File: src/design/cacc_cfg.svh
`ifndef CACC_CFG_SVH
`define CACC_CFG_SVH

// bus word and vector element width.
`define CACC_DATA_W 32

// byte address width on both buses.
`define CACC_ADDR_W 32

// element count.
`define CACC_LEN_W 16

// dot product accumulator.
`define CACC_ACC_W 64

`define CACC_CSR_AW 3 // csr word index.

`endif

File: src/design/cacc_csr_pkg.sv
`include "cacc_cfg.svh"

package cacc_csr_pkg;

  // host visible register map, word indices.
  typedef enum logic [`CACC_CSR_AW-1:0] {
    CSR_ADDR_A    = 0,
    CSR_ADDR_B    = 1,
    CSR_LEN       = 2,
    CSR_START     = 3,
    CSR_STATUS    = 4,
    CSR_RESULT_LO = 5,
    CSR_RESULT_HI = 6
  } csr_addr_e;

  // command handed to the engine on start.
  typedef struct packed {
    logic [`CACC_ADDR_W-1:0] addr_a; // first operand base.
    logic [`CACC_ADDR_W-1:0] addr_b; // second operand base.
    logic [`CACC_LEN_W-1:0]  len;    // elements.
  } vdp_cmd_s;

  // engine state as seen by the host.
  typedef struct packed {
    logic                          busy;
    logic                          done;
    logic signed [`CACC_ACC_W-1:0] result;
  } vdp_status_s;

endpackage

File: src/design/cacc_mem_pkg.sv
`include "cacc_cfg.svh"

package cacc_mem_pkg;

  // wishbone classic, master to slave.
  typedef struct packed {
    logic                      cyc;
    logic                      stb;
    logic                      we;
    logic [`CACC_ADDR_W-1:0]   adr;
    logic [`CACC_DATA_W-1:0]   dat;
    logic [`CACC_DATA_W/8-1:0] sel;
  } wb_m2s_s;

  // wishbone classic, slave to master.
  typedef struct packed {
    logic                    ack;
    logic [`CACC_DATA_W-1:0] dat;
  } wb_s2m_s;

  // engine read request, valid/ready.
  typedef struct packed {
    logic                    valid;
    logic [`CACC_ADDR_W-1:0] addr;
  } mem_req_s;

  // read data back to the engine, in order.
  typedef struct packed {
    logic                    valid; // one cycle per request.
    logic [`CACC_DATA_W-1:0] data;
  } mem_resp_s;

endpackage

File: src/design/cacc_io_slave.sv
`timescale 1ns/10ps
`include "cacc_cfg.svh"

module cacc_io_slave (
  input  logic                      clk_i,
  input  logic                      rst_n_i,
  input  cacc_mem_pkg::wb_m2s_s     host_wb_i,
  output cacc_mem_pkg::wb_s2m_s     host_wb_o,
  input  cacc_csr_pkg::vdp_status_s status_i,
  output cacc_csr_pkg::vdp_cmd_s    cmd_o,
  output logic                      start_o
);

  cacc_csr_pkg::csr_addr_e csr_addr;
  cacc_csr_pkg::vdp_cmd_s  cmd_q;
  logic                    req;
  logic                    ack_q;
  logic                    start_q;
  logic [`CACC_DATA_W-1:0] rdata_d;
  logic [`CACC_DATA_W-1:0] rdata_q;

  assign csr_addr = cacc_csr_pkg::csr_addr_e'(host_wb_i.adr[`CACC_CSR_AW+1:2]);
  assign req      = host_wb_i.cyc && host_wb_i.stb && !ack_q; // one ack, then a gap.

  always_comb
  begin
    case (csr_addr)
      cacc_csr_pkg::CSR_ADDR_A:    rdata_d = cmd_q.addr_a;
      cacc_csr_pkg::CSR_ADDR_B:    rdata_d = cmd_q.addr_b;
      cacc_csr_pkg::CSR_LEN:       rdata_d = {{(`CACC_DATA_W-`CACC_LEN_W){1'b0}}, cmd_q.len};
      cacc_csr_pkg::CSR_STATUS:    rdata_d = {{(`CACC_DATA_W-2){1'b0}}, status_i.done,
                                              status_i.busy};
      cacc_csr_pkg::CSR_RESULT_LO: rdata_d = status_i.result[`CACC_DATA_W-1:0];
      cacc_csr_pkg::CSR_RESULT_HI: rdata_d = status_i.result[`CACC_ACC_W-1:`CACC_DATA_W];
      default:                     rdata_d = '0;
    endcase
  end

  always_ff @(posedge clk_i or negedge rst_n_i)
  begin
    if (!rst_n_i)
    begin
      ack_q   <= 1'b0;
      start_q <= 1'b0;
      cmd_q   <= '0;
    end
    else
    begin
      ack_q   <= req;
      start_q <= req && host_wb_i.we && (csr_addr == cacc_csr_pkg::CSR_START)
                 && !status_i.busy; // late starts are acked and dropped.
      if (req && host_wb_i.we)
      begin
        case (csr_addr)
          cacc_csr_pkg::CSR_ADDR_A: cmd_q.addr_a <= host_wb_i.dat;
          cacc_csr_pkg::CSR_ADDR_B: cmd_q.addr_b <= host_wb_i.dat;
          cacc_csr_pkg::CSR_LEN:    cmd_q.len    <= host_wb_i.dat[`CACC_LEN_W-1:0];
          default:                  ;
        endcase
      end
    end
  end

  always_ff @(posedge clk_i)
  begin
    if (req && !host_wb_i.we)
      rdata_q <= rdata_d; // returned with the ack.
  end

  assign host_wb_o.ack = ack_q;
  assign host_wb_o.dat = rdata_q;
  assign cmd_o         = cmd_q;
  assign start_o       = start_q;

  // a start pulse is always taken by an idle engine.
  start_taken: assert property (@(posedge clk_i) disable iff (!rst_n_i)
    start_o |=> status_i.busy);

endmodule

File: src/design/cacc_vdp_engine.sv
`timescale 1ns/10ps
`include "cacc_cfg.svh"

module cacc_vdp_engine (
  input  logic                      clk_i,
  input  logic                      rst_n_i,
  input  cacc_csr_pkg::vdp_cmd_s    cmd_i,
  input  logic                      start_i,
  output cacc_csr_pkg::vdp_status_s status_o,
  output logic                      irq_o,
  output cacc_mem_pkg::mem_req_s    mem_req_o,
  input  logic                      mem_req_ready_i,
  input  cacc_mem_pkg::mem_resp_s   mem_resp_i
);

  typedef enum logic [2:0] {
    IDLE,
    REQ_A,
    REQ_B,
    WAIT,
    DONE
  } vdp_state_e;

  vdp_state_e                    state_q;
  logic                          busy_q;
  logic                          done_q;
  logic                          start_ok;
  logic                          req_fire;
  logic [`CACC_ADDR_W-1:0]       ptr_a_q;
  logic [`CACC_ADDR_W-1:0]       ptr_b_q;
  logic [`CACC_LEN_W-1:0]        len_q;
  logic [`CACC_LEN_W-1:0]        cnt_q;
  logic [`CACC_LEN_W-1:0]        cnt_nxt;
  logic [`CACC_DATA_W-1:0]       a_q;
  logic signed [`CACC_ACC_W-1:0] a_ext;
  logic signed [`CACC_ACC_W-1:0] b_ext;
  logic signed [`CACC_ACC_W-1:0] prod_q;
  logic                          mac_v_q;
  logic signed [`CACC_ACC_W-1:0] acc_q;

  assign start_ok = start_i && (state_q == IDLE);
  assign req_fire = mem_req_o.valid && mem_req_ready_i;
  assign cnt_nxt  = cnt_q + 1'b1;

  assign a_ext = {{(`CACC_ACC_W-`CACC_DATA_W){a_q[`CACC_DATA_W-1]}}, a_q};
  assign b_ext = {{(`CACC_ACC_W-`CACC_DATA_W){mem_resp_i.data[`CACC_DATA_W-1]}},
                  mem_resp_i.data};

  always_ff @(posedge clk_i or negedge rst_n_i)
  begin
    if (!rst_n_i)
    begin
      state_q <= IDLE;
      busy_q  <= 1'b0;
      done_q  <= 1'b0;
      cnt_q   <= '0;
      mac_v_q <= 1'b0;
      acc_q   <= '0;
    end
    else
    begin
      mac_v_q <= (state_q == WAIT) && mem_resp_i.valid;
      if (start_ok)
        acc_q <= '0;
      else if (mac_v_q)
        acc_q <= acc_q + prod_q; // second half of the mac.

      case (state_q)
        IDLE:
          if (start_ok)
          begin
            busy_q  <= 1'b1;
            done_q  <= 1'b0;
            cnt_q   <= '0;
            state_q <= (cmd_i.len == '0) ? DONE : REQ_A;
          end
        REQ_A:
          if (req_fire)
            state_q <= REQ_B;
        REQ_B:
          if (req_fire)
            state_q <= WAIT; // a word is back by now.
        WAIT:
          if (mem_resp_i.valid)
          begin
            cnt_q   <= cnt_nxt;
            state_q <= (cnt_nxt == len_q) ? DONE : REQ_A; // next reads overlap the add.
          end
        DONE:
        begin
          busy_q  <= 1'b0;
          done_q  <= 1'b1;
          state_q <= IDLE;
        end
        default: state_q <= IDLE;
      endcase
    end
  end

  // operand pointers and data path.
  always_ff @(posedge clk_i)
  begin
    if (start_ok)
    begin
      ptr_a_q <= cmd_i.addr_a;
      ptr_b_q <= cmd_i.addr_b;
      len_q   <= cmd_i.len;
    end
    else if (req_fire)
    begin
      if (state_q == REQ_A)
        ptr_a_q <= ptr_a_q + 'd4;
      else
        ptr_b_q <= ptr_b_q + 'd4;
    end
    if ((state_q == REQ_B) && mem_resp_i.valid)
      a_q <= mem_resp_i.data;
    if ((state_q == WAIT) && mem_resp_i.valid)
      prod_q <= a_ext * b_ext;
  end

  assign mem_req_o.valid = (state_q == REQ_A) || (state_q == REQ_B);
  assign mem_req_o.addr  = (state_q == REQ_A) ? ptr_a_q : ptr_b_q;

  assign status_o.busy   = busy_q;
  assign status_o.done   = done_q;
  assign status_o.result = acc_q;
  assign irq_o           = done_q;

  no_resp_in_idle: assert property (@(posedge clk_i) disable iff (!rst_n_i)
    (state_q == IDLE) |-> !mem_resp_i.valid);

endmodule

File: src/design/cacc_mem_master.sv
`timescale 1ns/10ps
`include "cacc_cfg.svh"

module cacc_mem_master (
  input  logic                    clk_i,
  input  logic                    rst_n_i,
  input  cacc_mem_pkg::mem_req_s  mem_req_i,
  output logic                    mem_req_ready_o,
  output cacc_mem_pkg::mem_resp_s mem_resp_o,
  output cacc_mem_pkg::wb_m2s_s   mem_wb_o,
  input  cacc_mem_pkg::wb_s2m_s   mem_wb_i
);

  logic                    cyc_q;
  logic                    rvalid_q;
  logic                    accept;
  logic                    done;
  logic [`CACC_ADDR_W-1:0] adr_q;
  logic [`CACC_DATA_W-1:0] rdata_q;

  assign mem_req_ready_o = !cyc_q; // one cycle open at a time.
  assign accept          = mem_req_i.valid && mem_req_ready_o;
  assign done            = cyc_q && mem_wb_i.ack;

  always_ff @(posedge clk_i or negedge rst_n_i)
  begin
    if (!rst_n_i)
    begin
      cyc_q    <= 1'b0;
      rvalid_q <= 1'b0;
    end
    else
    begin
      rvalid_q <= done;
      if (done)
        cyc_q <= 1'b0;
      else if (accept)
        cyc_q <= 1'b1;
    end
  end

  always_ff @(posedge clk_i)
  begin
    if (accept)
      adr_q <= mem_req_i.addr;
    if (done)
      rdata_q <= mem_wb_i.dat;
  end

  // read only, full word.
  assign mem_wb_o.cyc = cyc_q;
  assign mem_wb_o.stb = cyc_q;
  assign mem_wb_o.we  = 1'b0;
  assign mem_wb_o.adr = adr_q;
  assign mem_wb_o.dat = '0;
  assign mem_wb_o.sel = '1;

  assign mem_resp_o.valid = rvalid_q;
  assign mem_resp_o.data  = rdata_q;

  req_held_until_ready: assert property (@(posedge clk_i) disable iff (!rst_n_i)
    (mem_req_i.valid && !mem_req_ready_o) |=> (mem_req_i.valid && $stable(mem_req_i.addr)));

endmodule

File: src/design/cacc_tile.sv
`timescale 1ns/10ps

module cacc_tile (
  input  logic                  clk_i,
  input  logic                  rst_n_i,
  input  cacc_mem_pkg::wb_m2s_s host_wb_i,
  output cacc_mem_pkg::wb_s2m_s host_wb_o,
  output cacc_mem_pkg::wb_m2s_s mem_wb_o,
  input  cacc_mem_pkg::wb_s2m_s mem_wb_i,
  output logic                  irq_o
);

  cacc_csr_pkg::vdp_cmd_s    cmd;
  cacc_csr_pkg::vdp_status_s status;
  logic                      start;
  cacc_mem_pkg::mem_req_s    mem_req;
  logic                      mem_req_ready;
  cacc_mem_pkg::mem_resp_s   mem_resp;

  // host command front end.
  cacc_io_slave u_io_slave (
    .clk_i     (clk_i),
    .rst_n_i   (rst_n_i),
    .host_wb_i (host_wb_i),
    .host_wb_o (host_wb_o),
    .status_i  (status),
    .cmd_o     (cmd),
    .start_o   (start)
  );

  cacc_vdp_engine u_vdp_engine (
    .clk_i           (clk_i),
    .rst_n_i         (rst_n_i),
    .cmd_i           (cmd),
    .start_i         (start),
    .status_o        (status),
    .irq_o           (irq_o),
    .mem_req_o       (mem_req),
    .mem_req_ready_i (mem_req_ready),
    .mem_resp_i      (mem_resp)
  );

  // memory side link.
  cacc_mem_master u_mem_master (
    .clk_i           (clk_i),
    .rst_n_i         (rst_n_i),
    .mem_req_i       (mem_req),
    .mem_req_ready_o (mem_req_ready),
    .mem_resp_o      (mem_resp),
    .mem_wb_o        (mem_wb_o),
    .mem_wb_i        (mem_wb_i)
  );

endmodule

File: config.mk
export PLATFORM = sky130hd
export DESIGN_NAME = cacc_tile
export DESIGN_NICKNAME = d
export VERILOG_FILES = /design/src/design/cacc_csr_pkg.sv /design/src/design/cacc_mem_pkg.sv /design/src/design/cacc_io_slave.sv /design/src/design/cacc_vdp_engine.sv /design/src/design/cacc_mem_master.sv /design/src/design/cacc_tile.sv
export VERILOG_INCLUDE_DIRS = /design/src /design/src/design
export SDC_FILE = /design/constraint.sdc
export NUM_CORES = 2
export LEC_CHECK = 0
export BUFFER_PORTS_ARGS = -buffer_cell sky130_fd_sc_hd__buf_2
export CAP_MARGIN = 20
export CORE_UTILIZATION = 59
export DETAILED_ROUTE_END_ITERATION = 7
export GPL_ROUTABILITY_DRIVEN = 0
export MAX_ROUTING_LAYER = met4
export PLACE_DENSITY = 0.86
export SLEW_MARGIN = 20
export SYNTH_ARGS = -nofsm -noshare
export SYNTH_HDL_FRONTEND = slang
export SYNTH_HIERARCHICAL = 1
export SYNTH_SLANG_ARGS = --single-unit
File: constraint.sdc
create_clock -name clk_i -period 8.5 [get_ports clk_i]
set_input_delay 0.425 -clock clk_i [delete_from_list [all_inputs] [get_ports clk_i]]
set_output_delay 0.425 -clock clk_i [all_outputs]
set_load 0.02 [all_outputs]
==> summary.txt <==
Timing
  • Fmax: 122 MHz
  • Final hold violations: 0
  • Worst slew margin: 27.9%
  • Final Max Tran Viols: 0
  • Max Clock Skew: 0.0661 ns
  • Setup violators final: 0
  • Final Cycle Share: approximately 97%
  • Least-Margin Pin Slew: between 1 and 1.5 ns
  • Tmin final: between 8 and 9 ns

Cells and area
  • Fillers: slightly above 7000
  • Non-filler cells, final: ~7200
  • Area Growth Syn to Fin: 7.58%
  • Nets@finish: 7281
  • Layout cells sized above 1: about 9%

CTS
  • Bufs on Longest Clock Path: 3
  • CTS Buf Count: between 40 and 50
  • Htree depth: 2
  • Reg clk slew, reported paths: roughly 0.060 ns
  • Clock tree sinks: 442
  • CTS tree: built
  • Clk root buf: clkbuf_16
  • Worst skew pair latency: 0.68 ns

Setup path
  • CP endpoint kind: flip-flop
  • Crit Path Max Fanout: 17
  • CP required: about 9.0 ns
  • Startpoint types: flip-flop
  • WP data arrival: roughly 8.7 ns
  • Crit path kind: reg -> reg

Logic synthesis
  • Synth area leaders: fa_1, edfxtp_1, dfrtp_1, inv_1, and2_1
  • Post-Syn Area: 0.0585 mm^2
  • Netlist cell types: 88
  • Yosys top cell by area: fa_1
  • Yosys warning total: 6
  • Top cell type's share of synthesized area: 37.0%
  • Seq/Total Area, Yosys: 21.2%
  • Post-Syn Area per Cell: 10.2 um^2
  • Post-synth EDFFs: 272
  • Most frequent cell after synthesis: fa_1
  • Post-synth top cells: fa_1, inv_1, nand2_1, and2_1, clkbuf_1
  • Cell count after synthesis: about 5800
  • Top FF cell, synth: edfxtp_1
  • Synth Register Bits: 442
  • Asr flop ratio synth: between 30% and 40%

Global routing
  • First-pass GRT wire length: roughly 240000 um
  • Vias in the first global route: between 40000 and 50000
  • GRT Util Overall: a little under a third
  • Largest net degree at the start of global routing: roughly 110
  • Initial antenna violation count: 6
  • Grt ovf: 0

Die
  • Die area: roughly 0.1 mm^2
  • # IOs: about 210
  • DIE WIDTH: around 320 um
  • Chip height: roughly 320 um
  • Initial core utilization: between 50% and 60%
  • Std-Cell Rows: 115
  • Core box area: between 0.09 and 0.1 mm^2

Drt
  • Vias per Instance: slightly below 6
  • DRC: 0
  • Routed WL: approximately 150000 um
  • WL per Instance: 20.9 um
  • Initial detailed-routing violation count: between 4000 and 5000
  • Metal-1 WL: 54700 um
  • Vias: between 40000 and 50000
  • DR WL met2: a little over 70000 um
  • Top sig layer: met4
  • Detail Route Antenna Nets: 0
  • WL met3: around 16000 um
  • Drt first pass iters: 7

Worst hold path
  • Hold WC Path Type: in -> reg

Placement
  • DP Wirelength: 118000 um
  • IO buf count: 140
  • DP Cell Count: 7022

Outcome
  • Outcome: completed

Job
  • Maxcap violations: 0
routing by layer:
layer / vias up / track usage (%)
met3: 530 / 6.81
met5: - / -
li1: 18077 / -
met2: 2567 / 50.0
met4: 0 / 14.3
met1: 21344 / 38.8
timing repair:
item                                    4_1_cts  5_1_grt
hold endpoints to repair                    126        0
setup buffers                                 0       22
gates resized for setup                       0        1
endpoints found under the setup margin        0        8
hold buffers                                 33        0
state kept, by name, summed over array words and instances (netlist names), 32 cells and up:
signal                flops
u_mem_master/rdata_q     32
u_vdp_engine/acc_q       64
u_vdp_engine/ptr_a_q     32
u_io_slave/rdata_q       32
u_mem_master/adr_q       32
u_vdp_engine/ptr_b_q     32
u_vdp_engine/prod_q      64
u_vdp_engine/a_q         32
u_io_slave/cmd_o         80
final timing paths:
kind / start / endpoint / slack [ns] / depth (start not counted)
worst max-delay path: u_mem_master/rdata_q[22] / u_vdp_engine/prod_q[63] / 0.27 / 22
worst min-delay path: host_wb_i[35] / u_io_slave/cmd_o[79] / 0.05 / 2
worst max register to register: u_mem_master/rdata_q[22] / u_vdp_engine/prod_q[63] / 0.27 / 22
worst min register to register: u_vdp_engine/busy_q / u_io_slave/start_o / 0.51 / 1
max in group asynchronous: rst_n_i / u_io_slave/cmd_o[45] / 6.73 / 4
min in group asynchronous: rst_n_i / u_vdp_engine/cnt_q[1] / 0.47 / 2
metrics by stage:
stage | util (%) | setup slack (ns) | hold slack, ns | area (um^2) | TNS, ns
5_1_grt | 64.1 | -0.0306 | 0.0246 | 63000 | -0.0306
2_1_floorplan | - | 0.530 | 0.129 | 58700 | 0
4_1_cts | 63.7 | 0.154 | 0.0112 | 62600 | 0
3_3_place_gp | 61.7 | 0.349 | 0.466 | 60600 | 0
3_5_place_dp | 61.7 | 0.196 | 0.499 | 60600 | 0
6_report | 64.1 | 0.274 | 0.0477 | 63000 | 0
layout make-up:
class                   count  area (um^2)  share of cell area [%]
diodes                      5         12.5                  0.0199
clock buffers              65         1360                    2.16
clock inverters            27          322                   0.511
inverters                 994         3730                    5.93
multi-input cells        4026        41100                    65.2
flip-flops and latches    442        12400                    19.7
well taps                1287         1610                    2.56
repair buffers            329         2430                    3.85
worst max-delay path: stages (launching register included):
cell      delay, ns
edfxtp_1       0.89
buf_4          0.34
and2_1         0.17
fa_1           0.46
fa_1           0.88
fa_1           0.51
inv_1          0.09
fa_1           0.42
fa_1           0.52
inv_1          0.06
fa_1           0.48
inv_1          0.05
fa_1           0.48
inv_1          0.06
fa_1           0.46
ha_1           0.42
and3_1         0.29
nand3_1        0.09
or4_1          0.54
o21ai_2        0.24
a211oi_2       0.12
o21a_1         0.21
a311oi_2       0.23
layout by cell type (no fill, tap or decap), types with 12 or more instances in the layout:
cell / synthesis / final
nand2_1: 674 / 674
o21bai_1: 18 / 18
buf_4: 43 / 137
nand2b_1: 20 / 20
nor2_1: 182 / 182
buf_2: 6 / 139
nand3_1: 72 / 72
o22ai_1: 23 / 23
mux2i_1: 78 / 78
edfxtp_1: 272 / 272
dlygate4sd3_1: 0 / 33
a31oi_1: 24 / 24
and3_1: 29 / 29
inv_1: 992 / 991
xor2_1: 92 / 92
o31ai_1: 12 / 12
xnor2_1: 122 / 122
and2_1: 521 / 520
clkbuf_16: 0 / 51
mux2_2: 83 / 83
nand4_1: 27 / 27
nor3_1: 31 / 28
buf_12: 0 / 15
a21oi_1: 156 / 156
a221oi_1: 14 / 14
fa_1: 1083 / 1083
dfrtp_1: 170 / 169
o211ai_1: 19 / 19
nor2b_1: 24 / 23
a22oi_1: 18 / 18
conb_1: 2 / 37
mux2_4: 30 / 30
o21ai_0: 151 / 151
a221o_1: 12 / 12
ha_1: 250 / 250
a21o_1: 71 / 71
a211oi_1: 16 / 16
o21a_1: 18 / 18
kinds of logic after synthesis:
family                     synth area share (%)
and+or+nand+nor                            13.7
adders and majority gates                  42.4
buffers and inverters                      8.89
AOI/OAI and AO/OA                          6.80
DFF                                        21.2
xor gates and xnor gates                   3.20
muxes                                      3.80
other                                    0.0128
Power is left out: the tool's default activity adds up to more than one toggle a clock period on the data nets, which glitch-free logic cannot reach.
